### src/include/peripheral_defs.svh
`ifndef PERIPHERAL_DEFS_SVH
`define PERIPHERAL_DEFS_SVH

// bus widths
`define PERIPH_ADDR_W 27
`define PERIPH_DATA_W 32

// shared mailbox registers, visible to both ports
`define COMM_REGISTER0 27'h0000010
`define COMM_REGISTER1 27'h0000014
`define COMM_REGISTER2 27'h0000018

// core writes the top byte, control system the low 24 bits
`define COMM_CONTROL 27'h000001C

// core phase word, bit 31 is the phase marker
`define PHASE_REG 27'h0000020

// cache sampler metric selection, control system side
`define CPC_METRIC_SWITCH 27'h0000024

// cache statistics, read only from the control system
`define COMM_CACHE0 27'h0000028
`define COMM_CACHE1 27'h000002C

// read data seen before the first read after reset
`define PERIPH_READ_RESET 32'hDEADBEAF

`endif
### src/verilog/comm_pkg.sv
`default_nettype none

package comm_pkg;

	// control register as seen by the external side
	typedef struct packed {
		// written by the core
		logic [7:0]  pro_ctrl;
		// written by the control system, bit 23 clears the sampler
		logic [23:0] cs_ctrl;
	} comm_word_t;

	// core phase word
	typedef struct packed {
		// one cycle pulse after each phase write
		logic        marker;
		logic [30:0] phase;
	} phase_word_t;

	// which cache event class the sampler counts
	typedef enum logic [1:0] {
		METRIC_HIT       = 2'd0,
		METRIC_MISS      = 2'd1,
		METRIC_WRITEBACK = 2'd2,
		METRIC_ANY       = 2'd3
	} metric_sel_e;

	// one strobe per event class per cycle
	typedef struct packed {
		logic hit;
		logic miss;
		logic writeback;
	} cache_evt_t;

endpackage

`default_nettype wire

### src/verilog/periph_bus_pkg.sv
`default_nettype none

package periph_bus_pkg;

	// plain strobe bus, no handshake
	// a request is served in the cycle it is high
	typedef struct packed {
		// request strobe
		logic        req;
		// 1 = write, 0 = read
		logic        rw;
		// word address
		logic [26:0] addr;
		// write data, ignored on reads
		logic [31:0] wdata;
	} bus_req_t;

endpackage

`default_nettype wire

### src/verilog/peripheral_subsystem.sv
`timescale 1ns/1ns
`default_nettype none

`include "peripheral_defs.svh"

module peripheral_subsystem
	import periph_bus_pkg::*;
	import comm_pkg::*;
(
	input  wire                       clock_i,
	input  wire                       reset_i,

	input  bus_req_t                  core_req_i,
	output logic [`PERIPH_DATA_W-1:0] core_rdata_o,

	input  bus_req_t                  cs_req_i,
	output logic [`PERIPH_DATA_W-1:0] cs_rdata_o,

	input  cache_evt_t                cache_evt_i,

	output phase_word_t               phase_o,
	output comm_word_t                comm_o
);

	metric_sel_e               metric_sel;
	logic [`PERIPH_DATA_W-1:0] cache0;
	logic [`PERIPH_DATA_W-1:0] cache1;

	comm_mailbox u_mailbox (
		.clock_i      (clock_i),
		.reset_i      (reset_i),
		.core_req_i   (core_req_i),
		.core_rdata_o (core_rdata_o),
		.cs_req_i     (cs_req_i),
		.cs_rdata_o   (cs_rdata_o),
		.cache0_i     (cache0),
		.cache1_i     (cache1),
		.metric_sel_o (metric_sel),
		.phase_o      (phase_o),
		.comm_o       (comm_o)
	);

	// sampler clear comes from the top bit of the control system field
	cache_sampler u_sampler (
		.clock_i       (clock_i),
		.reset_i       (reset_i),
		.evt_i         (cache_evt_i),
		.metric_sel_i  (metric_sel),
		.clear_i       (comm_o.cs_ctrl[23]),
		.event_count_o (cache0),
		.cycle_count_o (cache1)
	);

endmodule

`default_nettype wire

### src/verilog/cache_sampler.sv
`timescale 1ns/1ns
`default_nettype none

module cache_sampler
	import comm_pkg::*;
(
	input  wire         clock_i,
	input  wire         reset_i,

	// event strobes from the cache
	input  cache_evt_t  evt_i,
	input  metric_sel_e metric_sel_i,

	// one cycle clear from the control word
	input  wire         clear_i,

	output logic [31:0] event_count_o,
	output logic [31:0] cycle_count_o
);

	logic        evt_sel;
	logic [31:0] event_cnt_q;
	logic [31:0] cycle_cnt_q;

	// pick the event class to count
	always_comb begin
		case (metric_sel_i)
			METRIC_HIT:       evt_sel = evt_i.hit;
			METRIC_MISS:      evt_sel = evt_i.miss;
			METRIC_WRITEBACK: evt_sel = evt_i.writeback;
			// any access at all
			METRIC_ANY:       evt_sel = evt_i.hit | evt_i.miss | evt_i.writeback;
			default:          evt_sel = 1'b0;
		endcase
	end

	// clear wins over counting
	// switching metric leaves the counts alone
	always_ff @(posedge clock_i) begin
		if (!reset_i) begin
			event_cnt_q <= '0;
			cycle_cnt_q <= '0;
		end else if (clear_i) begin
			event_cnt_q <= '0;
			cycle_cnt_q <= '0;
		end else begin
			if (evt_sel)
				event_cnt_q <= event_cnt_q + 32'd1;
			// wraps at 32 bits
			cycle_cnt_q <= cycle_cnt_q + 32'd1;
		end
	end

	assign event_count_o = event_cnt_q;
	assign cycle_count_o = cycle_cnt_q;

endmodule

`default_nettype wire

### src/verilog/comm_mailbox.sv
`timescale 1ns/1ns
`default_nettype none

`include "peripheral_defs.svh"

module comm_mailbox
	import periph_bus_pkg::*;
	import comm_pkg::*;
(
	input  wire                       clock_i,
	input  wire                       reset_i,

	// core side
	input  bus_req_t                  core_req_i,
	output logic [`PERIPH_DATA_W-1:0] core_rdata_o,

	// control system side
	input  bus_req_t                  cs_req_i,
	output logic [`PERIPH_DATA_W-1:0] cs_rdata_o,

	// sampler interface
	input  wire  [`PERIPH_DATA_W-1:0] cache0_i,
	input  wire  [`PERIPH_DATA_W-1:0] cache1_i,
	output metric_sel_e               metric_sel_o,

	output phase_word_t               phase_o,
	output comm_word_t                comm_o
);

	logic [`PERIPH_DATA_W-1:0] mbox0_q;
	logic [`PERIPH_DATA_W-1:0] mbox1_q;
	logic [`PERIPH_DATA_W-1:0] mbox2_q;
	comm_word_t                comm_q;
	phase_word_t               phase_q;
	metric_sel_e               metric_sel_q;

	logic core_wr;
	logic core_rd;
	logic cs_wr;
	logic cs_rd;

	assign core_wr = core_req_i.req & core_req_i.rw;
	assign core_rd = core_req_i.req & ~core_req_i.rw;
	assign cs_wr   = cs_req_i.req & cs_req_i.rw;
	assign cs_rd   = cs_req_i.req & ~cs_req_i.rw;

	assign comm_o       = comm_q;
	assign phase_o      = phase_q;
	assign metric_sel_o = metric_sel_q;

	// write decode for both ports
	always_ff @(posedge clock_i) begin
		if (!reset_i) begin
			mbox0_q      <= '0;
			mbox1_q      <= '0;
			mbox2_q      <= '0;
			comm_q       <= '0;
			phase_q      <= '0;
			metric_sel_q <= METRIC_HIT;
		end else begin
			// pulse bits drop one cycle after being set
			// a write in the same cycle takes precedence
			if (comm_q.cs_ctrl[23])
				comm_q.cs_ctrl[23] <= 1'b0;
			if (phase_q.marker)
				phase_q.marker <= 1'b0;

			if (core_wr) begin
				case (core_req_i.addr)
					`COMM_REGISTER0: mbox0_q <= core_req_i.wdata;
					`COMM_REGISTER1: mbox1_q <= core_req_i.wdata;
					`COMM_REGISTER2: mbox2_q <= core_req_i.wdata;
					`COMM_CONTROL:   comm_q.pro_ctrl <= core_req_i.wdata[7:0];
					// new phase raises the marker
					`PHASE_REG: begin
						phase_q.marker <= 1'b1;
						phase_q.phase  <= core_req_i.wdata[30:0];
					end
					default: ;
				endcase
			end

			if (cs_wr) begin
				case (cs_req_i.addr)
					`COMM_CONTROL:      comm_q.cs_ctrl <= cs_req_i.wdata[23:0];
					`CPC_METRIC_SWITCH: metric_sel_q <= metric_sel_e'(cs_req_i.wdata[1:0]);
					default: ;
				endcase
			end
		end
	end

	// core read path, unmapped addresses keep the old data
	always_ff @(posedge clock_i) begin
		if (!reset_i) begin
			core_rdata_o <= `PERIPH_READ_RESET;
		end else if (core_rd) begin
			case (core_req_i.addr)
				`COMM_REGISTER0: core_rdata_o <= mbox0_q;
				`COMM_REGISTER1: core_rdata_o <= mbox1_q;
				`COMM_REGISTER2: core_rdata_o <= mbox2_q;
				default: ;
			endcase
		end
	end

	// control system read path, also sees the cache statistics
	always_ff @(posedge clock_i) begin
		if (!reset_i) begin
			cs_rdata_o <= `PERIPH_READ_RESET;
		end else if (cs_rd) begin
			case (cs_req_i.addr)
				`COMM_REGISTER0: cs_rdata_o <= mbox0_q;
				`COMM_REGISTER1: cs_rdata_o <= mbox1_q;
				`COMM_REGISTER2: cs_rdata_o <= mbox2_q;
				`COMM_CACHE0:    cs_rdata_o <= cache0_i;
				`COMM_CACHE1:    cs_rdata_o <= cache1_i;
				default:         cs_rdata_o <= '0;
			endcase
		end
	end

endmodule

`default_nettype wire

### config.mk
export PLATFORM = sky130hd
export DESIGN_NAME = peripheral_subsystem
export DESIGN_NICKNAME = d
export VERILOG_FILES = /design/src/verilog/comm_pkg.sv /design/src/verilog/periph_bus_pkg.sv /design/src/verilog/peripheral_subsystem.sv /design/src/verilog/cache_sampler.sv /design/src/verilog/comm_mailbox.sv
export VERILOG_INCLUDE_DIRS = /design/src /design/src/include
export SDC_FILE = /design/constraint.sdc
export NUM_CORES = 1
export LEC_CHECK = 0
export BUFFER_PORTS_ARGS = -buffer_cell sky130_fd_sc_hd__clkbuf_2
export CORE_MARGIN = 2
export CORE_UTILIZATION = 45
export CTS_CLUSTER_DIAMETER = 30
export DETAILED_ROUTE_END_ITERATION = 6
export GPL_TIMING_DRIVEN = 1
export PLACE_DENSITY_LB_ADDON = 0.08
export SYNTH_ARGS = -nofsm -noshare
export SYNTH_HDL_FRONTEND = slang
export SYNTH_SLANG_ARGS = --single-unit
export TNS_END_PERCENT = 20
### constraint.sdc
create_clock -name clock_i -period 4.71 [get_ports clock_i]
set_input_delay 0.7065 -clock clock_i [delete_from_list [all_inputs] [get_ports clock_i]]
set_output_delay 0.7065 -clock clock_i [all_outputs]
set_load 0.005 [all_outputs]
==> impl_metrics.yaml, run 1 <==
status:
  status: "finished clean"
sta:
  slew_viol_final: 0
  fin_crit_ns: 2.79
  tightest_slew_ns: 1.31
  period_share_pct: 59.3
  hold_viol_final: 0
  max_slew_margin_pct: 12.3
  rsz0062_at_grt: "no"
  timing.fmax_ghz: 0.358
  setup_tns_ns: 0
  fin_skew_ns: 0.0188
  final-setup-viol-count: 0
critical_path:
  start_kind: "input port"
  critical_path_arrival_ns: 3.27
  worstSetupEndpointType: "flop"
  required_ns: 5.18
  path_max_fanout: 28
  critPathKind: "in -> reg"
synthesis:
  synth_seq_cells: 290
  synthFlopType: "dfxtp_1"
  yosysWarnings: 0
  async_flop_share_pct: 0
  synth-edff-count: 0
  synth_area_sq_um: 12900
  yosys.cell_types.count: 60
  synth_top_area_share_pct: 45.1
  netlist_instances: 1573
  avgSynthCellArea_sq_um: 8.19
  synth_area_leaders: "dfxtp_1 45%, nand2_1 10%, a21oi_1 7.0%"
  synth_largest_area_cell: "dfxtp_1"
  ys_seq_area_share_pct: 45.1
  syn_nets: 1702
placed_design:
  dp_cells: 2102
  io_buffers: 246
  gp_congestion: 0.904
  hpwl_um: 29400
floorplanning:
  die_area_sq_um: 30000
  num_rows: 61
  die_width_um: 173
  die_h_um: 173
  core_sq_um: 28000
  io_pins: 255
  initial_core_util_pct: 46.0
clock_tree:
  cts_hold_buf: 0
  cts_buffer_depth: 3
  cts_resized: 0
  clock_latency_ns: 0.55
  cts_htree_levels: 3
  clk_pin_slew_ns: 0.05
  cts_sinks: 290
  cts_buffers: 68
  cts_tree: "built"
  post_cts_buffers: 0
  clock-root-buffer: "clkbuf_16"
route:
  vias_per_cell: 5.57
  via_count: 12400
  routed_wl_um: 42900
  first_iter_violations: 1116
  ant_nets: 0
  wl_per_cell_um: 19.3
  first_pass_iters: 5
  drc: 0
finish:
  fin_cells: 2223
  area_delta_synth_final_pct: 29.5
  fillers: 2530
  multi_input_area_sq_um: 6570
  seqCellArea_sq_um: 5810
  n_antenna_cell: 0
  final_nets: 1923
  layout-drive-gt1-share_pct: 23.6
power_and_ir_drop:
  powerDensity_nw_per_um2: 450
  vdd_drop_max_uv: 314
  power_leakage_nw: 6.19
global_route:
  grt_use_total_pct: 27.6
  grt-ovfl-total: 0
  first_global_vias: 11500
  antenna_found_initial: 0
  grt_max_degree: 67
  grt_pass1_wl_um: 65900
job:
  drv_cap: 0
min_path:
  hp-class: "in -> reg"
## final timing paths
| check | startpoint | end | slack (ns) | cells after the start |
|---|---|---|---|---|
| max | core_req_i[34] | u_mailbox.phase_o[14] | 1.92 | 7 |
| min | cs_req_i[14] | u_mailbox.comm_o[14] | 0.38 | 3 |
| max reg2reg | u_sampler.event_count_o[3] | u_sampler.event_count_o[19] | 2.31 | 5 |
| min reg2reg | u_mailbox.phase_o[16] | u_mailbox.phase_o[16] | 0.45 | 2 |
## registers in the layout, summed over array words and instances (netlist names)
| register | count |
|---|---|
| u_sampler.cycle_count_o | 32 |
| u_mailbox.cs_rdata_o | 32 |
| u_mailbox.metric_sel_o | 2 |
| u_sampler.event_count_o | 32 |
| u_mailbox.mbox2_q | 32 |
| u_mailbox.mbox1_q | 32 |
| u_mailbox.core_rdata_o | 32 |
| u_mailbox.mbox0_q | 32 |
| u_mailbox.phase_o | 32 |
| u_mailbox.comm_o | 32 |
## power by group
| part | total [mW] | internal (mW) | leakage (nW) | switching (mW) |
|---|---|---|---|---|
| combinational | 0.278 | 0.0977 | 2.68 | 0.180 |
| clock | 4.73 | 3.24 | 1.17 | 1.49 |
| sequential | 2.50 | 2.48 | 2.34 | 0.0181 |
| total | 7.51 | 5.82 | 6.19 | 1.69 |
## logic make-up (layout without fill, tap and decap cells)
family	Yosys count	in the layout	share of synthesized area [%]
multiplexers	48	48	3.73
flip-flops	290	290	45.1
adder cells (fa/ha/maj)	2	2	0.194
AND/OR/NAND/NOR	681	681	24.6
buffers and inverters	131	403	4.49
AO/OA/AOI/OAI	368	368	18.3
XOR/XNOR	53	53	3.60
## synth_stat cells (all sizes together) (5+ instances only)
| cell type | n |
|---|---|
| nand2 | 348 |
| dfxtp | 290 |
| a21oi | 180 |
| nor2 | 142 |
| clkbuf | 81 |
| o21ai | 56 |
| nand3 | 50 |
| mux2i | 48 |
| xnor2 | 44 |
| buf | 42 |
| nor4 | 37 |
| a22oi | 31 |
| a2bb2oi | 23 |
| nor3 | 16 |
| a22o | 15 |
| a31oi | 15 |
| nand4 | 15 |
| a221oi | 13 |
| and4 | 11 |
| and3 | 9 |
| o22ai | 9 |
| xor2 | 9 |
| inv | 8 |
| nor2b | 7 |
| o2bb2ai | 7 |
| and2 | 6 |
| nand3b | 6 |
| nor3b | 6 |
| nor4b | 6 |
| or3 | 6 |
| a211oi | 5 |
| nand2b | 5 |
| or4 | 5 |
## layout make-up
type                            instances  area share, %
Inverter                                8          0.195
Sequential cell                       290           34.8
Clock inverter                         37           2.74
Timing Repair Buffer                  274           8.71
Multi-Input combinational cell       1152           39.4
Clock buffer                           84           11.3
Tap cell                              378           2.83
## worst max-delay path, cell delays in order
cell	delay [ns]
clkbuf_2	0.47
nor4bb_1	0.58
nand3b_1	0.21
nor3_2	0.70
buf_4	0.37
nand2_1	0.08
a21oi_1	0.15
## per-stage QoR
stage | hold slack [ns] | util, % | setup WS, ns | power [mW] | area [sq um]
after floorplan | 0.441 | - | 2.33 | 2.68 | 12900
after global placement | 0.439 | 51.2 | 1.49 | 2.82 | 14300
after detailed placement | 0.443 | 51.2 | 1.43 | 2.82 | 14300
after CTS | 0.372 | 59.6 | 1.99 | 7.56 | 16700
after global routing | 0.388 | 59.6 | 1.73 | 7.72 | 16700
final | 0.379 | 59.6 | 1.92 | 7.51 | 16700
## routing by layer
metal	GRT usage [%]	wire length [um]	vias up
li1	-	-	5972
met1	36.1	18400	5795
met2	45.5	19800	535
met3	4.88	3090	83
met4	10.5	1560	0
met5	0	0	-
## layout by cell type, fill, tap and decap left out, types with 9 or more instances in the layout
master | synthesis | routed
nand2_1 | 348 | 348
dfxtp_1 | 290 | 290
clkbuf_2 | 1 | 246
a21oi_1 | 180 | 180
nor2_1 | 141 | 141
clkbuf_16 | 0 | 69
nand3_1 | 50 | 50
mux2i_1 | 48 | 48
o21ai_0 | 47 | 47
xnor2_1 | 44 | 44
a22oi_1 | 31 | 31
nor4_1 | 29 | 28
buf_4 | 4 | 27
a2bb2oi_2 | 20 | 20
clkinv_2 | 0 | 18
a22o_1 | 15 | 15
a31oi_1 | 15 | 15
nor3_1 | 16 | 14
nand4_1 | 14 | 14
a221oi_1 | 13 | 12
and4_1 | 11 | 11
clkbuf_8 | 0 | 11
and3_1 | 9 | 9
xor2_1 | 9 | 9
o21ai_1 | 9 | 9
o22ai_1 | 9 | 9
Note: power is estimated with default switching activity, not from simulation.
==> run 2: changes to the inputs <==
==> constraint.sdc (replaced) <==
create_clock -name clock_i -period 2.7 [get_ports clock_i]
set_input_delay 0.405 -clock clock_i [delete_from_list [all_inputs] [get_ports clock_i]]
set_output_delay 0.405 -clock clock_i [all_outputs]
set_load 0.005 [all_outputs]
==> impl_metrics.yaml, run 2 (synthesis results as in run 1) <==
floorplanning:
  num_rows: 61
  die_width_um: 173
  die_area_sq_um: 30000
  initial_core_util_pct: 46.0
  io_pins: 255
  core_sq_um: 28000
  die_h_um: 173
placed_design:
  io_buffers: 246
  dp_cells: 2126
  hpwl_um: 29700
  gp_congestion: 0.869
critical_path:
  worstSetupEndpointType: "flop"
  r2r_start: "u_sampler.cycle_count_o[2]"
  cp.depth: 4
  cpLargestDelayFamily: "simple AND/OR/NAND/NOR gates"
  critPathMostFrequentCell: "or4_1"
  cpPeakStageDelay_ns: 0.79
  start_kind: "flop"
  path_max_fanout: 10
  critical_path_arrival_ns: 2.71
  reg2reg_depth: 4
  critPathKind: "reg -> reg"
  required_ns: 3.20
  critPathBufInv: 0
  r2r_end: "u_sampler.cycle_count_o[31]"
  rrSetupSlack_ns: 0.49
  slowest_stage: "or4_1"
  path_cells: "nand4_1 -> or4_1 -> or4_1 -> a21oi_1"
clock_tree:
  clk_pin_slew_ns: 0.05
  clock_latency_ns: 0.59
  cts_tree: "built"
  cts_htree_levels: 2
  post_cts_buffers: 0
  cts_buffer_depth: 3
  cts_hold_buf: 0
  clock-root-buffer: "clkbuf_16"
  cts_sinks: 290
  cts_resized: 0
  cts_buffers: 58
route:
  routed_wl_um: 42200
  ant_nets: 0
  drt-met1-wl_um: 18300
  top_layer_used: "met4"
  via_count: 12400
  wl_per_cell_um: 18.9
  first_pass_iters: 7
  drc: 0
  vias_per_cell: 5.53
  wl_met3_um: 2850
  first_iter_violations: 1026
  wl_met2_um: 19500
status:
  status: "finished clean"
global_route:
  grt_use_total_pct: 27.5
  grt_max_degree: 92
  grt_pass1_wl_um: 65900
  grt-ovfl-total: 0
  antenna_found_initial: 0
  first_global_vias: 11700
min_path:
  hold_end: "u_mailbox.comm_o[16]"
  hp-start: "cs_req_i[16]"
  min_path_cells: 3
  hp-class: "in -> reg"
finish:
  final_nets: 1937
  area_delta_synth_final_pct: 29.0
  final_cell_mix: "348 x nand2_1, 290 x dfxtp_1, 246 x clkbuf_2"
  n_antenna_cell: 0
  layout-drive-gt1-share_pct: 24.0
  fin_cells: 2234
  final_common_cell: "nand2_1"
sta:
  fin_crit_ns: 2.21
  whs_ns: 0.0504
  hold_viol_final: 0
  timing.fmax_ghz: 0.452
  fin_skew_ns: 0.0212
  rsz0062_at_grt: "no"
  max_slew_margin_pct: 41.4
  slew_viol_final: 0
  tightest_slew_ns: 0.870
  setup_tns_ns: 0
  final-setup-viol-count: 0
  period_share_pct: 81.9
power_and_ir_drop:
  vdd_drop_max_uv: 545
  powerDensity_nw_per_um2: 744
  power_leakage_nw: 6.17
job:
  drv_cap: 0
[run 2: cell types whose count changed in the layout (fill, tap and decap cells not counted), moves of 2 or more]
cell | before | now
buf_4 | 27 | 49
clkinv_2 | 18 | 11
buf_12 | 1 | 3
clkbuf_1 | 4 | 6
clkinv_8 | 3 | 1
inv_6 | 2 | 4
clkbuf_16 | 69 | 58
bufinv_16 | 7 | 9
clkinvlp_4 | 2 | 4
[run 2: final cells by class]
cell class / instances / area, sq um
clock buffer: 74 / 1610
clock inverter: 34 / 473
fill: 2594 / 11400
inverter: 8 / 32.5
multi-input combinational: 1152 / 6570
sequential: 290 / 5810
tap: 378 / 473
timing repair buffer: 298 / 1660
[run 2: worst min-delay path, stage by stage]
cell	delay, ns
clkbuf_2	0.07
nand3_1	0.05
o21ai_0	0.06
[run 2: stage by stage]
stage	area [sq um]	utilization (%)	power, mW	worst slack (ns)
after detailed placement	14500	51.9	4.93	0.328
final	16600	59.4	12.4	0.489
after CTS	16600	59.4	12.5	0.481
after global routing	16600	59.4	12.7	0.349
after floorplan	12900	-	4.67	0.625
after global placement	14500	51.9	4.93	0.351
[run 2: worst max path at each step]
stage	start	to	slack, ns
2_1_floorplan	core_req_i[42]	u_mailbox.mbox1_q[10]	0.63
3_3_place_gp	core_req_i[56]	u_mailbox.core_rdata_o[1]	0.35
3_5_place_dp	cs_req_i[34]	u_mailbox.cs_rdata_o[30]	0.33
4_1_cts	u_sampler.cycle_count_o[2]	u_sampler.cycle_count_o[31]	0.48
5_1_grt	u_sampler.cycle_count_o[2]	u_sampler.cycle_count_o[31]	0.35
6_report	u_sampler.cycle_count_o[2]	u_sampler.cycle_count_o[31]	0.49
[run 2: metal layers]
layer  track usage, %  vias up
met5                0        -
met4             11.7        0
met3             5.28       87
met2             44.9      453
met1             35.7     5835
li1                 -     5987
[run 2: power breakdown]
| group | switching (mW) | internal [mW] | total, mW |
|---|---|---|---|
| logic | 0.313 | 0.183 | 0.497 |
| clock network | 2.43 | 5.08 | 7.51 |
| registers | 0.0323 | 4.33 | 4.36 |
| total | 2.77 | 9.59 | 12.4 |
==> run 3: changes to the inputs <==
--- a/config.mk
+++ b/config.mk
@@ -6,6 +6,7 @@
 export SDC_FILE = /design/constraint.sdc
 export NUM_CORES = 1
 export LEC_CHECK = 0
+export ABC_AREA = 1
 export BUFFER_PORTS_ARGS = -buffer_cell sky130_fd_sc_hd__clkbuf_2
 export CORE_MARGIN = 2
 export CORE_UTILIZATION = 45
==> constraint.sdc (replaced) <==
create_clock -name clock_i -period 2.2 [get_ports clock_i]
set_input_delay 0.33 -clock clock_i [delete_from_list [all_inputs] [get_ports clock_i]]
set_output_delay 0.33 -clock clock_i [all_outputs]
set_load 0.005 [all_outputs]
==> impl_metrics.yaml, run 3 <==
finish:
  fillers: 3034
  fin_util_pct: 59.3
  final_common_cell: "nand2_1"
  final_cell_mix: "569 x nand2_1, 322 x nand3_1, 290 x dfxtp_1"
  area_delta_synth_final_pct: 29.6
  n_antenna_cell: 0
  final_nets: 2482
  layout-drive-gt1-share_pct: 19.4
  postLayoutCellArea_sq_um: 18100
status:
  status: "finished clean"
synthesis:
  synth_area_leaders: "dfxtp_1 41%, nand2_1 15%, nand3_1 12%"
  syn_nets: 2237
  ys_seq_area_share_pct: 41.5
  synth-edff-count: 0
  yosys.cell_types.count: 39
  synth.area.mux_share_pct: 0
  synth.most_common_cell: "nand2_1"
  yosysWarnings: 0
  async_flop_share_pct: 0
  avgSynthCellArea_sq_um: 6.64
  ys_top_cells_by_count: "569 x nand2_1, 323 x nand3_1, 290 x dfxtp_1, 239 x a21oi_1, 164 x nor2_1"
  synth_top_area_share_pct: 41.5
  synth_seq_cells: 290
  synthFlopType: "dfxtp_1"
  synthSimpleGateAreaFrac_pct: 36.1
  synth_compound_area_share_pct: 13.1
  synth_largest_area_cell: "dfxtp_1"
  synth_area_sq_um: 14000
  netlist_instances: 2108
  synthXorXnorAreaFrac_pct: 0.563
  synthAdderAreaFrac_pct: 0.179
  synth_top_family_by_area: "simple AND/OR/NAND/NOR gates"
critical_path:
  cpLargestDelayFamily: "simple AND/OR/NAND/NOR gates"
  cpPeakStageDelay_ns: 0.43
  path_max_fanout: 6
  start_kind: "flop"
  crit_end: "u_sampler.event_count_o[18]"
  critPathKind: "reg -> reg"
  path_cells: "ha_1 -> nand3_2 -> nor2_1 -> and2_1 -> nand3_1 -> nor2_1 -> nand2_1 -> nor3b_2"
  reg2reg_depth: 8
  critPathBufInv: 0
  critical_path_arrival_ns: 2.29
  r2r_end: "u_sampler.event_count_o[18]"
  required_ns: 2.62
  rrSetupSlack_ns: 0.32
  cp.depth: 8
  worstSetupEndpointType: "flop"
  slowest_stage: "dfxtp_1"
  startpoint: "u_sampler.event_count_o[0]"
  critPathMostFrequentCell: "nor2_1"
  r2r_start: "u_sampler.event_count_o[0]"
sta:
  timing.fmax_ghz: 0.532
  setup_tns_ns: 0
  final-setup-viol-count: 0
  period_share_pct: 85.4
  fin_crit_ns: 1.88
  slew_viol_final: 0
  max_slew_margin_pct: 39.0
  tightest_slew_ns: 0.913
  hold_viol_final: 0
  rsz0062_at_grt: "no"
  fin_skew_ns: 0.0157
  finalWorstSetupSlack_ns: 0.321
power_and_ir_drop:
  vdd_drop_max_uv: 602
  power_leakage_nw: 7.53
  powerDensity_nw_per_um2: 912
  finalPower_mw: 16.6
global_route:
  grt_pass1_wl_um: 78200
  grt-ovfl-total: 0
  grt_max_degree: 121
  grt_use_total_pct: 29.9
  antenna_found_initial: 0
  first_global_vias: 14200
min_path:
  hp-class: "in -> reg"
  min_path_cells: 3
  hp-start: "cs_req_i[15]"
floorplanning:
  initial_core_util_pct: 45.8
  die_area_sq_um: 32500
  die_h_um: 180
  core_sq_um: 30600
  die_width_um: 180
  io_pins: 255
  num_rows: 64
clock_tree:
  cts_buffer_depth: 3
  cts_tree: "built"
  clock-root-buffer: "clkbuf_16"
  cts_buffers: 72
  clk_pin_slew_ns: 0.04
  clock_latency_ns: 0.56
  cts_resized: 0
  post_cts_buffers: 0
  cts_htree_levels: 3
  cts_hold_buf: 0
  cts_sinks: 290
route:
  routed_wl_um: 50000
  via_count: 15200
  first_iter_violations: 1381
  wl_per_cell_um: 17.8
  vias_per_cell: 5.43
  drc: 0
  ant_nets: 0
  first_pass_iters: 7
placed_design:
  dpl_cell_area_sq_um: 15700
  hpwl_um: 34100
  gp_congestion: 0.947
  io_buffers: 246
  dp_slack_ns: 0.0533
job:
  drv_cap: 0
## run 3: cells by family (layout without fill, tap and decap cells)
family | after synthesis | in the layout
buffers and inverters | 288 | 588
adders and majority gates | 2 | 2
DFF | 290 | 290
and+or+nand+nor | 1157 | 1157
xor gates and xnor gates | 9 | 9
AOI/OAI and AO/OA | 362 | 362
## run 3: how the worst min path moves through the flow
stage | endpoint | slack [ns]
after floorplan | u_mailbox.comm_o[24] | 0.44
after global placement | u_mailbox.phase_o[9] | 0.43
after detailed placement | u_mailbox.phase_o[2] | 0.43
after CTS | u_mailbox.comm_o[15] | 0.01
after global routing | u_mailbox.comm_o[16] | 0.02
final | u_mailbox.comm_o[15] | 0.02
## run 3: tightest hold or removal path, stage by stage
cell	delay, ns
clkbuf_2	0.07
o21ai_1	0.06
nor2_1	0.07
## run 3: power by group
part	internal (mW)	switching, mW	total, mW
registers	5.32	0.0315	5.35
logic	0.182	0.343	0.525
clock network	7.39	3.29	10.7
## run 3: layer usage
| metal | vias up | global-route usage (%) | share of wire, % |
|---|---|---|---|
| met3 | 94 | 5.84 | 8.6 |
| met2 | 644 | 48.4 | 47 |
| met1 | 7064 | 39.6 | 42 |
| met5 | - | 0 | 0 |
| li1 | 7424 | - | - |
| met4 | 0 | 11.2 | 3.1 |
## run 3: metrics by stage
stage / hold slack [ns] / std cells
detailed placement: 0.435 / 2675
global placement: 0.433 / 2675
floorplan: 0.440 / 2108
CTS: 0.0132 / 2804
finish: 0.0204 / 2804
global route: 0.0244 / 2804
## run 3: final cells by class
class                   count  area, sq um  share of cell area (%)
repair buffers            292         1730                    9.51
clock buffers              96         2060                    11.4
inverters                 167          629                    3.47
well taps                 396          495                    2.73
flip-flops and latches    290         5810                    32.0
multi-input cells        1530         7010                    38.6
clock inverters            33          413                    2.28
